`src/source/parking_pkg.sv`:
```
/* Car park shared definitions */
package parking_pkg;

	// Default sizes, overridden from the top level
	localparam int FLOORS_DEFAULT = 7;
	localparam int QUEUE_DEPTH_DEFAULT = 8;

	// Plate top nibble codes for the tariff classes
	localparam logic [3:0] EXEMPT_NIBBLE = 4'h9;
	localparam logic [3:0] HYBRID_NIBBLE = 4'h8;

	typedef logic [15:0] plate_t;   // Zero means no car
	typedef logic [2:0] floor_t;    // Floor 0 is the entrance
	typedef logic spot_t;           // 0 left, 1 right
	typedef logic [7:0] fee_t;

	typedef enum logic {PARK, RETRIEVE} order_kind_e;

	typedef enum logic [1:0] {EXEMPT, HYBRID, REGULAR} tariff_e;

	typedef enum logic {SEDAN, SUV} body_e;

	typedef enum logic [1:0] {DONE, FULL, MISSING} result_status_e;

	typedef enum logic [2:0] {
		IDLE,
		LOOKUP,
		ASCEND,
		PLACE,
		PICKUP,
		DESCEND,
		REPORT
	} elevator_state_e;

endpackage
```
`src/source/order_if.sv`:
```
/* Decoded order channel */
`timescale 1ns/1ps

interface order_if;
	import parking_pkg::*;

	logic valid;
	logic ready;
	order_kind_e kind;
	plate_t plate;
	body_e body;
	tariff_e tariff;

	// Producer side
	modport source (output valid, output kind, output plate, output body, output tariff,
		input ready);

	// Consumer side
	modport sink (input valid, input kind, input plate, input body, input tariff,
		output ready);

endinterface

```
`src/source/parking_lot_top.sv`:
```
/* Car park top level */
`timescale 1ns/1ps

module parking_lot_top #(
	parameter int floors = parking_pkg::FLOORS_DEFAULT,
	parameter int queue_depth = parking_pkg::QUEUE_DEPTH_DEFAULT
) (
	input logic clock,
	input logic reset,
	input logic order_valid,
	output logic order_ready,
	input parking_pkg::order_kind_e order_kind,
	input parking_pkg::plate_t order_plate,
	output logic result_valid,
	input logic result_ready,
	output parking_pkg::result_status_e result_status,
	output parking_pkg::plate_t result_plate,
	output parking_pkg::floor_t result_floor,
	output parking_pkg::spot_t result_spot,
	output parking_pkg::fee_t result_fee
);

	order_if intake_to_queue ();
	order_if queue_to_elevator ();

	order_intake u_intake (
		.clock(clock),
		.reset(reset),
		.order_valid(order_valid),
		.order_ready(order_ready),
		.order_kind(order_kind),
		.order_plate(order_plate),
		.out(intake_to_queue.source)
	);

	order_fifo #(.queue_depth(queue_depth)) u_queue (
		.clock(clock),
		.reset(reset),
		.in(intake_to_queue.sink),
		.out(queue_to_elevator.source)
	);

	elevator_controller #(.floors(floors)) u_elevator (
		.clock(clock),
		.reset(reset),
		.orders(queue_to_elevator.sink),
		.result_valid(result_valid),
		.result_ready(result_ready),
		.result_status(result_status),
		.result_plate(result_plate),
		.result_floor(result_floor),
		.result_spot(result_spot),
		.result_fee(result_fee)
	);

endmodule

```
`src/source/elevator_controller.sv`:
```
/* Elevator job controller */
`timescale 1ns/1ps

module elevator_controller #(
	parameter int floors = parking_pkg::FLOORS_DEFAULT
) (
	input logic clock,
	input logic reset,
	order_if.sink orders,
	output logic result_valid,
	input logic result_ready,
	output parking_pkg::result_status_e result_status,
	output parking_pkg::plate_t result_plate,
	output parking_pkg::floor_t result_floor,
	output parking_pkg::spot_t result_spot,
	output parking_pkg::fee_t result_fee
);
	import parking_pkg::*;

	elevator_state_e state;
	floor_t current_floor;
	order_kind_e job_kind;
	plate_t job_plate;
	body_e job_body;
	tariff_e job_tariff;
	floor_t target_floor;
	spot_t target_spot;
	result_status_e status;
	fee_t fee_q;   // Fee captured at pickup

	logic free_found;
	floor_t free_floor;
	spot_t free_spot;
	logic match_found;
	floor_t match_floor;
	spot_t match_spot;
	fee_t fee;
	logic placing;
	logic picking;

	assign orders.ready = (state == IDLE);
	assign placing = (state == PLACE);
	assign picking = (state == PICKUP);

	spot_allocator #(.floors(floors)) u_spots (
		.clock(clock),
		.reset(reset),
		.body(job_body),
		.plate(job_plate),
		.free_found(free_found),
		.free_floor(free_floor),
		.free_spot(free_spot),
		.match_found(match_found),
		.match_floor(match_floor),
		.match_spot(match_spot),
		.write_enable(placing || picking),
		.write_floor(target_floor),
		.write_spot(target_spot),
		.write_plate(placing ? job_plate : '0)
	);

	fee_meters #(.floors(floors)) u_fees (
		.clock(clock),
		.reset(reset),
		.start(placing),
		.stop(picking),
		.floor(target_floor),
		.spot(target_spot),
		.tariff(job_tariff),
		.fee(fee)
	);

	always_ff @(posedge clock) begin
		if (orders.valid && orders.ready) begin
			job_kind <= orders.kind;
			job_plate <= orders.plate;
			job_body <= orders.body;
			job_tariff <= orders.tariff;
		end
	end

	always_ff @(posedge clock or posedge reset) begin
		if (reset) begin
			state <= IDLE;
			current_floor <= '0;
			target_floor <= '0;
			target_spot <= '0;
			status <= DONE;
			fee_q <= '0;
		end else begin
			case (state)
				IDLE: begin
					if (orders.valid) begin
						target_floor <= '0;
						target_spot <= '0;
						fee_q <= '0;
						state <= LOOKUP;
					end
				end
				LOOKUP: begin
					status <= DONE;
					if (job_kind == PARK && free_found) begin
						target_floor <= free_floor;
						target_spot <= free_spot;
						state <= ASCEND;
					end else if (job_kind == RETRIEVE && match_found) begin
						target_floor <= match_floor;
						target_spot <= match_spot;
						state <= ASCEND;
					end else begin
						status <= (job_kind == PARK) ? FULL : MISSING;   // No trip
						state <= REPORT;
					end
				end
				ASCEND: begin
					current_floor <= current_floor + 1'b1;
					if (current_floor + 1'b1 == target_floor)
						state <= (job_kind == PARK) ? PLACE : PICKUP;
				end
				PLACE: state <= DESCEND;
				PICKUP: begin
					fee_q <= fee;
					state <= DESCEND;
				end
				DESCEND: begin
					current_floor <= current_floor - 1'b1;
					if (current_floor == floor_t'(1))
						state <= REPORT;
				end
				REPORT: begin
					if (result_ready)
						state <= IDLE;
				end
				default: state <= IDLE;
			endcase
		end
	end

	assign result_valid = (state == REPORT);
	assign result_status = status;
	assign result_plate = job_plate;
	assign result_floor = target_floor;
	assign result_spot = target_spot;
	assign result_fee = fee_q;

	floor_in_range: assert property (@(posedge clock) disable iff (reset)
		current_floor <= floor_t'(floors));

endmodule

```
`src/source/fee_meters.sv`:
```
/* Per-spot fee meters */
`timescale 1ns/1ps

module fee_meters #(
	parameter int floors = parking_pkg::FLOORS_DEFAULT
) (
	input logic clock,
	input logic reset,
	input logic start,
	input logic stop,
	input parking_pkg::floor_t floor,
	input parking_pkg::spot_t spot,
	input parking_pkg::tariff_e tariff,
	output parking_pkg::fee_t fee
);
	import parking_pkg::*;

	fee_t count [floors][2];       // Cycles parked, saturating
	logic occupied [floors][2];
	tariff_e rate_class [floors][2];
	floor_t row;
	fee_t count_sel;

	assign row = (floor == '0) ? '0 : floor - 1'b1;   // Entrance has no meters

	always_ff @(posedge clock or posedge reset) begin
		if (reset) begin
			for (int f = 0; f < floors; f++) begin
				for (int s = 0; s < 2; s++) begin
					count[f][s] <= '0;
					occupied[f][s] <= 1'b0;
				end
			end
		end else begin
			for (int f = 0; f < floors; f++) begin
				for (int s = 0; s < 2; s++) begin
					if (start && row == floor_t'(f) && spot == spot_t'(s)) begin
						count[f][s] <= '0;
						occupied[f][s] <= 1'b1;
					end else if (stop && row == floor_t'(f) && spot == spot_t'(s)) begin
						occupied[f][s] <= 1'b0;   // Count freezes at pickup
					end else if (occupied[f][s] && count[f][s] != 8'hFF) begin
						count[f][s] <= count[f][s] + 1'b1;
					end
				end
			end
		end
	end

	always_ff @(posedge clock) begin
		if (start)
			rate_class[row][spot] <= tariff;
	end

	assign count_sel = count[row][spot];

	always_comb begin
		case (rate_class[row][spot])
			EXEMPT: fee = '0;
			HYBRID: fee = count_sel;
			default: fee = count_sel[7] ? 8'hFF : {count_sel[6:0], 1'b0};   // Double rate
		endcase
	end

endmodule

```
`src/source/spot_allocator.sv`:
```
/* Spot table and search */
`timescale 1ns/1ps

module spot_allocator #(
	parameter int floors = parking_pkg::FLOORS_DEFAULT
) (
	input logic clock,
	input logic reset,
	input parking_pkg::body_e body,
	input parking_pkg::plate_t plate,
	output logic free_found,
	output parking_pkg::floor_t free_floor,
	output parking_pkg::spot_t free_spot,
	output logic match_found,
	output parking_pkg::floor_t match_floor,
	output parking_pkg::spot_t match_spot,
	input logic write_enable,
	input parking_pkg::floor_t write_floor,
	input parking_pkg::spot_t write_spot,
	input parking_pkg::plate_t write_plate
);
	import parking_pkg::*;

	plate_t spots [floors][2];   // Row 0 is floor 1
	logic even_free;
	logic [floors:1] allowed;

	always_ff @(posedge clock or posedge reset) begin
		if (reset) begin
			for (int f = 0; f < floors; f++) begin
				spots[f][0] <= '0;
				spots[f][1] <= '0;
			end
		end else if (write_enable) begin
			spots[write_floor - 1'b1][write_spot] <= write_plate;   // Plate 0 frees the spot
		end
	end

	// SUVs on odd floors, sedans on even floors until those are full
	always_comb begin
		even_free = 1'b0;
		for (int f = 2; f <= floors; f += 2) begin
			if (spots[f-1][0] == '0 || spots[f-1][1] == '0)
				even_free = 1'b1;
		end
		for (int f = 1; f <= floors; f++) begin
			if (f % 2 == 1)
				allowed[f] = (body == SUV) || !even_free;
			else
				allowed[f] = (body == SEDAN);
		end
	end

	// Lowest allowed floor first, left before right
	always_comb begin
		free_found = 1'b0;
		free_floor = '0;
		free_spot = '0;
		for (int f = 1; f <= floors; f++) begin
			for (int s = 0; s < 2; s++) begin
				if (!free_found && allowed[f] && spots[f-1][s] == '0) begin
					free_found = 1'b1;
					free_floor = floor_t'(f);
					free_spot = spot_t'(s);
				end
			end
		end
	end

	always_comb begin
		match_found = 1'b0;
		match_floor = '0;
		match_spot = '0;
		for (int f = 1; f <= floors; f++) begin
			for (int s = 0; s < 2; s++) begin
				if (!match_found && plate != '0 && spots[f-1][s] == plate) begin
					match_found = 1'b1;
					match_floor = floor_t'(f);
					match_spot = spot_t'(s);
				end
			end
		end
	end

endmodule

```
`src/source/order_fifo.sv`:
```
/* Decoded order queue */
`timescale 1ns/1ps

module order_fifo #(
	parameter int queue_depth = parking_pkg::QUEUE_DEPTH_DEFAULT
) (
	input logic clock,
	input logic reset,
	order_if.sink in,
	order_if.source out
);
	import parking_pkg::*;

	localparam int ptr_w = (queue_depth > 1) ? $clog2(queue_depth) : 1;
	localparam int cnt_w = $clog2(queue_depth + 1);
	localparam logic [ptr_w-1:0] last_slot = ptr_w'(queue_depth - 1);
	localparam logic [cnt_w-1:0] full_count = cnt_w'(queue_depth);

	order_kind_e kind_mem [queue_depth];
	plate_t plate_mem [queue_depth];
	body_e body_mem [queue_depth];
	tariff_e tariff_mem [queue_depth];

	logic [ptr_w-1:0] wr_ptr;
	logic [ptr_w-1:0] rd_ptr;
	logic [cnt_w-1:0] count;   // Orders held
	logic push;
	logic pop;

	assign in.ready = (count != full_count);
	assign push = in.valid && in.ready;
	assign out.valid = (count != '0);
	assign pop = out.valid && out.ready;

	// Head entry straight from storage
	assign out.kind = kind_mem[rd_ptr];
	assign out.plate = plate_mem[rd_ptr];
	assign out.body = body_mem[rd_ptr];
	assign out.tariff = tariff_mem[rd_ptr];

	always_ff @(posedge clock) begin
		if (push) begin
			kind_mem[wr_ptr] <= in.kind;
			plate_mem[wr_ptr] <= in.plate;
			body_mem[wr_ptr] <= in.body;
			tariff_mem[wr_ptr] <= in.tariff;
		end
	end

	always_ff @(posedge clock or posedge reset) begin
		if (reset) begin
			wr_ptr <= '0;
			rd_ptr <= '0;
			count <= '0;
		end else begin
			if (push)
				wr_ptr <= (wr_ptr == last_slot) ? '0 : wr_ptr + 1'b1;
			if (pop)
				rd_ptr <= (rd_ptr == last_slot) ? '0 : rd_ptr + 1'b1;
			case ({push, pop})
				2'b10: count <= count + 1'b1;
				2'b01: count <= count - 1'b1;
				default: count <= count;
			endcase
		end
	end

	no_write_when_full: assert property (@(posedge clock) disable iff (reset)
		count == full_count && !pop |=> count == full_count && wr_ptr == $past(wr_ptr));

	no_read_when_empty: assert property (@(posedge clock) disable iff (reset)
		count == '0 && !push |=> count == '0 && rd_ptr == $past(rd_ptr));

endmodule

```
`src/source/order_intake.sv`:
```
/* Order intake stage */
`timescale 1ns/1ps

module order_intake (
	input logic clock,
	input logic reset,
	input logic order_valid,
	output logic order_ready,
	input parking_pkg::order_kind_e order_kind,
	input parking_pkg::plate_t order_plate,
	order_if.source out
);
	import parking_pkg::*;

	logic started;   // Set on the first clock after reset
	logic held;      // Stage holds an order
	logic load;
	order_kind_e kind_q;
	plate_t plate_q;

	assign order_ready = started && (!held || out.ready);
	assign load = order_valid && order_ready;

	always_ff @(posedge clock or posedge reset) begin
		if (reset) begin
			started <= 1'b0;
			held <= 1'b0;
		end else begin
			started <= 1'b1;
			if (load)
				held <= 1'b1;
			else if (out.ready)
				held <= 1'b0;   // Drained into the queue
		end
	end

	always_ff @(posedge clock) begin
		if (load) begin
			kind_q <= order_kind;
			plate_q <= order_plate;
		end
	end

	assign out.valid = held;
	assign out.kind = kind_q;
	assign out.plate = plate_q;
	assign out.body = plate_q[0] ? SUV : SEDAN;   // Odd plates are SUVs
	assign out.tariff = (plate_q[15:12] == EXEMPT_NIBBLE) ? EXEMPT :
		(plate_q[15:12] == HYBRID_NIBBLE) ? HYBRID : REGULAR;

	// A stalled order keeps its payload until the queue takes it
	stall_holds_payload: assert property (@(posedge clock) disable iff (reset)
		out.valid && !out.ready |=> out.valid && $stable(out.plate) && $stable(out.kind));

endmodule

```
`config.mk`:
```
export PLATFORM = sky130hd
export DESIGN_NAME = parking_lot_top
export DESIGN_NICKNAME = d
export VERILOG_FILES = /design/src/source/parking_pkg.sv /design/src/source/order_if.sv /design/src/source/parking_lot_top.sv /design/src/source/elevator_controller.sv /design/src/source/fee_meters.sv /design/src/source/spot_allocator.sv /design/src/source/order_fifo.sv /design/src/source/order_intake.sv
export SDC_FILE = /design/constraint.sdc
export NUM_CORES = 1
export LEC_CHECK = 0
export BUFFER_PORTS_ARGS = -buffer_cell sky130_fd_sc_hd__buf_2
export CORE_MARGIN = 4
export CORE_UTILIZATION = 65
export CTS_BUF_LIST = sky130_fd_sc_hd__clkbuf_4 sky130_fd_sc_hd__clkbuf_8
export DETAILED_ROUTE_END_ITERATION = 16
export PLACE_DENSITY = 0.82
export SLEW_MARGIN = 20
export SYNTH_ARGS = -nofsm -noshare
export SYNTH_HDL_FRONTEND = slang
export SYNTH_HIERARCHICAL = 1
export SYNTH_SLANG_ARGS = --single-unit
```
`constraint.sdc`:
```
create_clock -name clock -period 8.8 [get_ports clock]
set_input_delay 0 -clock clock [delete_from_list [all_inputs] [get_ports clock]]
set_output_delay 0 -clock clock [all_outputs]
set_load 0.03 [all_outputs]
```
==> results.tsv, run 1 <==
metric	value	unit
status	complete, no violations	
Met1 Wirelength	31400	µm
iteration count of the initial detailed-routing pass	5	
Synth Area per Inst	12.8	µm²
WP data arrival	4500	ps
final number of hold-violating endpoints	0	
Synthesis Warnings	6	
Detail Route met2 WL	38800	µm
CP delay by family, top	simple AND/OR/NAND/NOR gates	
first-pass GRT wire length	125000	µm
H-tree level count	3	
cts bufs inserted	98	
critical-path cell list	inv_1 > nand2_1 > inv_1 > ha_1 > or2_1 > mux2i_1 > nor3_1 > a2111oi_0 > a21oi_1 > nor2_1 > a21oi_1 > nand2_1 > o21ai_1	
Final Setup Violations	0	
Root Driver	clkbuf_8	
routability-driven placement congestion ratio	0.923	
layout cells sized above 1	23.7	%
Hold WC Path Type	in2reg	
largest net degree at the start of global routing	156	
DP Worst Slack	4950	ps
synth cell count leaders	dfrtp_1, mux2_2, edfxtp_1	
drt wl/cell	26.1	µm
fillcell total	2824	
area of the mapped netlist	0.0299	mm²
Clock transition at path regs	70	ps
Slew @ Worst Pin	1180	ps
full die area	0.0495	mm²
top_reg_cell synth	dfrtp_1	
CP Launch Type	flip-flop	
sequential area share after synthesis	54.6	%
ANT nets after route	0	
Port Buffers	52	
Area contributors post-synth	dfrtp_1, edfxtp_1, mux2_2	
Final Non-Filler Cells	3131	
net count reported at finish	2496	
initial antenna violation count	3	
Post-Route Utilization	72.8	%
Post-CTS Setup Repair Bufs	0	
Die W	222	µm
I/O pins	53	
TritonCTS Sinks	607	
Final min period	3920	ps
Post-Synthesis Cells	2333	
RSZ-0062 raised after global routing	false	
Vias	21000	
cell with the most instances after synthesis	dfrtp_1	
pwr/cell area	279	mW/mm²
Final Max Tran Viols	0	
total wire length	81600	µm
initial drt markers	2865	
Worst path slowest cell	or2_1	
worst-case clock buffer depth	3	
Setup TNS	0	ps
Net Count, Synth	2382	
Row Count	78	
Fmax achieved	0.255	GHz
Initial Util	65.9	%
Synth cell types	98	
Worst Path Required	9380	ps
multi-input logic area	0.0127	mm²
die height	222	µm
vias in the first global route	21400	
CP peak stage delay	840	ps
Rel. slew slack	21.6	%
area leader, netlist	dfrtp_1	
crit path buf inv count	2	
CP Max Fanout	18	
Clock Skew	45.8	ps
highest routed layer	met4	
Layout area overhead	10.5	%
CP endpoint kind	flip-flop	
CTS tree	built	
All-Layer GR Usage	32.4	%
synthesized flop and latch total	607	
maximum vdd ir drop	0.000211	V
Post-CTS Resized	0	
DRC Markers	0	
Lkg Pwr	14.3	nW
final period utilization	44.6	%
DP HPWL	47500	µm
Setup CP Type	reg2reg	
Max-Cap Viols	0	
Cells after DPL	2911	
grt ovf	0	
post-synthesis async set-or-reset flop share	62.9	%
area share of the largest cell type after synthesis	32.0	%
Setup WS post-layout	4880	ps
Clock Latency Late Sink	740	ps
core area	0.0454	mm²
EDFF count, synth	225	
met3 WL post-DR	7970	µm
Reg area	0.0163	mm²
vias per cell	6.69	
-- stage by stage --
step                hold WS (ps)  power, mW  cell area (µm²)
floorplan                   -259       5.68            29900
global placement           -20.2       6.31            30500
detailed placement         -11.9       6.41            30500
CTS                         3.14       9.08            33000
global route                12.4       9.54            33000
finish                      19.8       9.21            33000
-- sequential cells by signal (all words and copies together) (netlist names), 14 cells and up --
signal	count
u_elevator/result_plate	16
u_elevator/u_fees/count	112
u_elevator/u_fees/occupied	14
u_elevator/u_fees/rate_class	28
u_elevator/u_spots/spots	224
u_intake/out.plate	16
u_queue/plate_mem	128
u_queue/tariff_mem	16
-- layout make-up --
cell class / count / area share [%]
Tap cell: 600 / 2.27
Antenna cell: 3 / 0.0227
Clock buffer: 146 / 5.46
Inverter: 38 / 0.477
Timing Repair Buffer: 128 / 2.80
Sequential cell: 607 / 49.4
Clock inverter: 35 / 1.05
Multi-Input combinational cell: 1574 / 38.5
-- worst register-to-register path, cell delays in order (launching register included) --
cell and delay [ps]:
dfrtp_1 600, inv_1 210, nand2_1 100, inv_1 60, ha_1 460, or2_1 840
mux2i_1 270, nor3_1 70, a2111oi_0 450, a21oi_1 210, nor2_1 260, a21oi_1 120
nand2_1 90, o21ai_1 70
-- metal layers --
layer,vias to the layer above,GRT usage [%]
li1,8847,-
met1,10500,44.3
met2,1292,51.6
met3,277,6.92
met4,0,13.0
met5,-,0
-- worst paths after layout --
check | from | to | slack [ps] | cells past startpoint
min in group asynchronous | reset | u_elevator/u_fees/count[45] | 620 | 4
setup reg to reg | u_elevator/result_floor[1] | u_elevator/result_fee[1] | 4880 | 13
hold reg to reg | u_elevator/current_floor[2] | u_elevator/current_floor[2] | 510 | 1
max in group asynchronous | reset | u_elevator/u_spots/spots[188] | 6700 | 5
hold / removal | order_plate[9] | u_intake/out.plate[9] | 20 | 2
setup / recovery | u_elevator/result_floor[1] | u_elevator/result_fee[1] | 4880 | 13
-- cell usage in the layout, fill, tap and decap left out, drive strengths merged, types with 38 or more instances in the layout --
| cell | synthesis | routed |
|---|---|---|
| dfrtp | 382 | 382 |
| mux2 | 258 | 258 |
| edfxtp | 225 | 225 |
| nor2 | 184 | 184 |
| xor2 | 173 | 173 |
| clkbuf | 42 | 146 |
| xnor2 | 136 | 136 |
| nand2 | 110 | 110 |
| nor4 | 96 | 96 |
| buf | 72 | 92 |
| nand4 | 82 | 82 |
| o21ai | 75 | 75 |
| mux4 | 47 | 47 |
| a21oi | 44 | 44 |
| inv | 38 | 41 |
| and3 | 38 | 38 |
-- power breakdown --
group	switching, mW	internal (mW)
Combinational	1.85	1.09
Clock	1.19	1.47
Sequential	0.356	3.26
-- kinds of logic after synthesis --
logic type               synth area share [%]
multiplexers                             14.7
XOR/XNOR                                 9.21
AND/OR/NAND/NOR                          11.8
other                                  0.0125
adder cells (fa/ha/maj)                  1.20
buffers and inverters                    2.98
AO/OA/AOI/OAI                            5.51
flip-flops                               54.6
-- timing repair --
action                                 in CTS  in global routing
endpoints found under the hold margin     269                  0
hold buffers                               36                  0
setup endpoints to repair                   0                  0
(Power assumes the default switching activity.)
==> run 2: changes to the inputs <==
--- a/config.mk
+++ b/config.mk
@@ -7,10 +7,10 @@
 export LEC_CHECK = 0
 export BUFFER_PORTS_ARGS = -buffer_cell sky130_fd_sc_hd__buf_2
 export CORE_MARGIN = 4
-export CORE_UTILIZATION = 65
+export CORE_UTILIZATION = 59
 export CTS_BUF_LIST = sky130_fd_sc_hd__clkbuf_4 sky130_fd_sc_hd__clkbuf_8
 export DETAILED_ROUTE_END_ITERATION = 16
-export PLACE_DENSITY = 0.82
+export PLACE_DENSITY = 0.79
 export SLEW_MARGIN = 20
 export SYNTH_ARGS = -nofsm -noshare
 export SYNTH_HDL_FRONTEND = slang
==> constraint.sdc (replaced) <==
create_clock -name clock -period 3.5 [get_ports clock]
set_input_delay 0 -clock clock [delete_from_list [all_inputs] [get_ports clock]]
set_output_delay 0 -clock clock [all_outputs]
set_load 0.03 [all_outputs]
==> run 2 against run 1 <==
Net effect:
- worst hold slack improved by 97 ps
- first-iteration DRC count fell by 2.3%
- sequential share of layout area fell by 0.86 points
- final cell count rose by 3.4%
- sequential power rose by 150%
- cell area rose by 1.8%
- flip-flop and latch count did not move
- power rose to 2.5 times the previous value
==> results.tsv, run 2 (synthesis gave the netlist of run 1 again) <==
metric	value	unit
largest net degree at the start of global routing	83	
RSZ-0062 raised after global routing	false	
full die area	0.0543	mm²
Fmax achieved	0.296	GHz
Setup TNS	0	ps
CP endpoint	u_elevator/result_floor[1]	
Setup CP Type	reg2reg	
pwr/cell area	694	mW/mm²
reg2reg start	u_elevator/result_plate[11]	
status	complete, no violations	
Reg-to-Reg End	u_elevator/result_floor[1]	
Final min period	3380	ps
Row Count	82	
net count reported at finish	2540	
layout cells sized above 1	24.7	%
Clock Latency Late Sink	720	ps
vias per cell	6.47	
cts bufs inserted	97	
R2R cell count	13	
DP HPWL	50200	µm
fillcell total	3524	
CP Max Fanout	8	
Die W	233	µm
Largest regs	u_elevator/u_spots/spots: 224 flops, u_queue/plate_mem: 128 flops, u_elevator/u_fees/count: 112 flops	
DRC Markers	0	
CP Launch Type	flip-flop	
Pwr Total	23.3	mW
TritonCTS Sinks	607	
Lkg Pwr	14.6	nW
die height	233	µm
CTS tree	built	
Port Buffers	52	
Slew @ Worst Pin	1170	ps
WP data arrival	3960	ps
Met1 Wirelength	32000	µm
Rel. slew slack	21.7	%
Worst path slowest cell	edfxtp_1	
All-Layer GR Usage	29.3	%
I/O pins	53	
grt ovf	0	
vias in the first global route	21100	
met3 WL post-DR	7340	µm
Initial Util	59.7	%
CP endpoint kind	flip-flop	
Clock transition at path regs	60	ps
Post-CTS Resized	0	
Final Max Tran Viols	0	
initial antenna violation count	3	
maximum vdd ir drop	0.000568	V
Final Setup Violations	0	
ANT nets after route	0	
Layout area overhead	12.5	%
max FFs per register	224	
final number of hold-violating endpoints	0	
drt wl/cell	24.8	µm
critical-path cell list	buf_4 > xnor2_1 > nand4_1 > nor4_1 > buf_4 > nand2_1 > and3b_1 > nor2b_1 > nand2b_1 > nand2_1 > nand3_4 > o211a_4 > mux2_4	
R2R setup slack	120	ps
Clock Skew	40.2	ps
register bank with the most flops	u_elevator/u_spots/spots	
Vias	21000	
Root Driver	clkbuf_8	
initial drt markers	2800	
Worst Path Required	4080	ps
CP Launch Point	u_elevator/result_plate[11]	
first-pass GRT wire length	123000	µm
Detail Route met2 WL	37700	µm
iteration count of the initial detailed-routing pass	6	
worst-case clock buffer depth	3	
total wire length	80100	µm
final period utilization	96.6	%
routability-driven placement congestion ratio	1.03	
most frequent cells in the layout	dfrtp_1, mux2_2, edfxtp_1	
H-tree level count	3	
n_diodes	0	
Hold WC Path Type	in2reg	
highest routed layer	met5	
most common cell after layout, fill and taps aside	dfrtp_1	
CP peak stage delay	630	ps
core area	0.0501	mm²
Max-Cap Viols	0	
## run 2: changes by cell type in the layout (fill, tap and decap cells not counted), moves of 3 or more
cell,before,now
dlygate4sd3_1,36,39
clkinv_1,8,3
buf_12,0,17
diode_2,3,0
clkinv_2,15,10
buf_4,39,65
## run 2: worst min-delay path by stage
stage | slack, ps | start | end | depth (start not counted)
finish | 120 | order_valid | u_intake/out.valid | 4
global route | 130 | order_valid | u_intake/out.valid | 4
CTS | 40 | order_valid | u_intake/out.valid | 4
detailed placement | -40 | reset | u_intake/out.valid | 2
global placement | -50 | reset | u_intake/started | 2
floorplan | -260 | reset | u_intake/out.valid | 1
## run 2: repair_timing
item | 4_1_cts | 5_1_grt
hold buffers | 38 | 1
endpoints found under the hold margin | 172 | 10
setup buffers | 0 | 0
## run 2: per-stage QoR
stage          worst slack, ps  hold WS (ps)  std cells  instance area [µm²]  util [%]
5_1_grt                   12.7           127       3236                33600      67.2
3_3_place_gp               286         -53.5       3024                31100      62.1
2_1_floorplan              144          -259       2333                29900         -
6_report                   119           116       3236                33600      67.2
4_1_cts                    184          38.4       3234                33600      67.1
3_5_place_dp               238         -39.9       3024                31100      62.1
## run 2: cell type report
class | count | area (µm²) | area share (%)
sequential | 607 | 16300 | 48.5
multi-input combinational | 1574 | 12700 | 37.8
clock buffer | 147 | 1810 | 5.38
timing repair buffer | 173 | 1480 | 4.40
tap | 672 | 841 | 2.50
clock inverter | 25 | 304 | 0.904
inverter | 38 | 149 | 0.443
## run 2: where the power goes
part / switching [mW] / leakage, nW / internal [mW]
clock: 2.89 / 1.12 / 3.70
combinational: 4.68 / 6.11 / 3.03
sequential: 0.820 / 7.32 / 8.21
## run 2: routing by layer
| layer | vias to the layer above | global-route usage [%] |
|---|---|---|
| met5 | - | 0 |
| met4 | 4 | 11.8 |
| met3 | 287 | 6.15 |
| met2 | 1219 | 46.0 |
| met1 | 10500 | 40.3 |
| li1 | 8933 | - |
## run 2: worst max-delay path, delay by kind of cell (launching register included)
kind,cells,cell delay [ps]
compound gates,1,210
xor+xnor,1,150
buf+inv,2,500
flops,1,630
mux,1,310
simple gates,8,1450
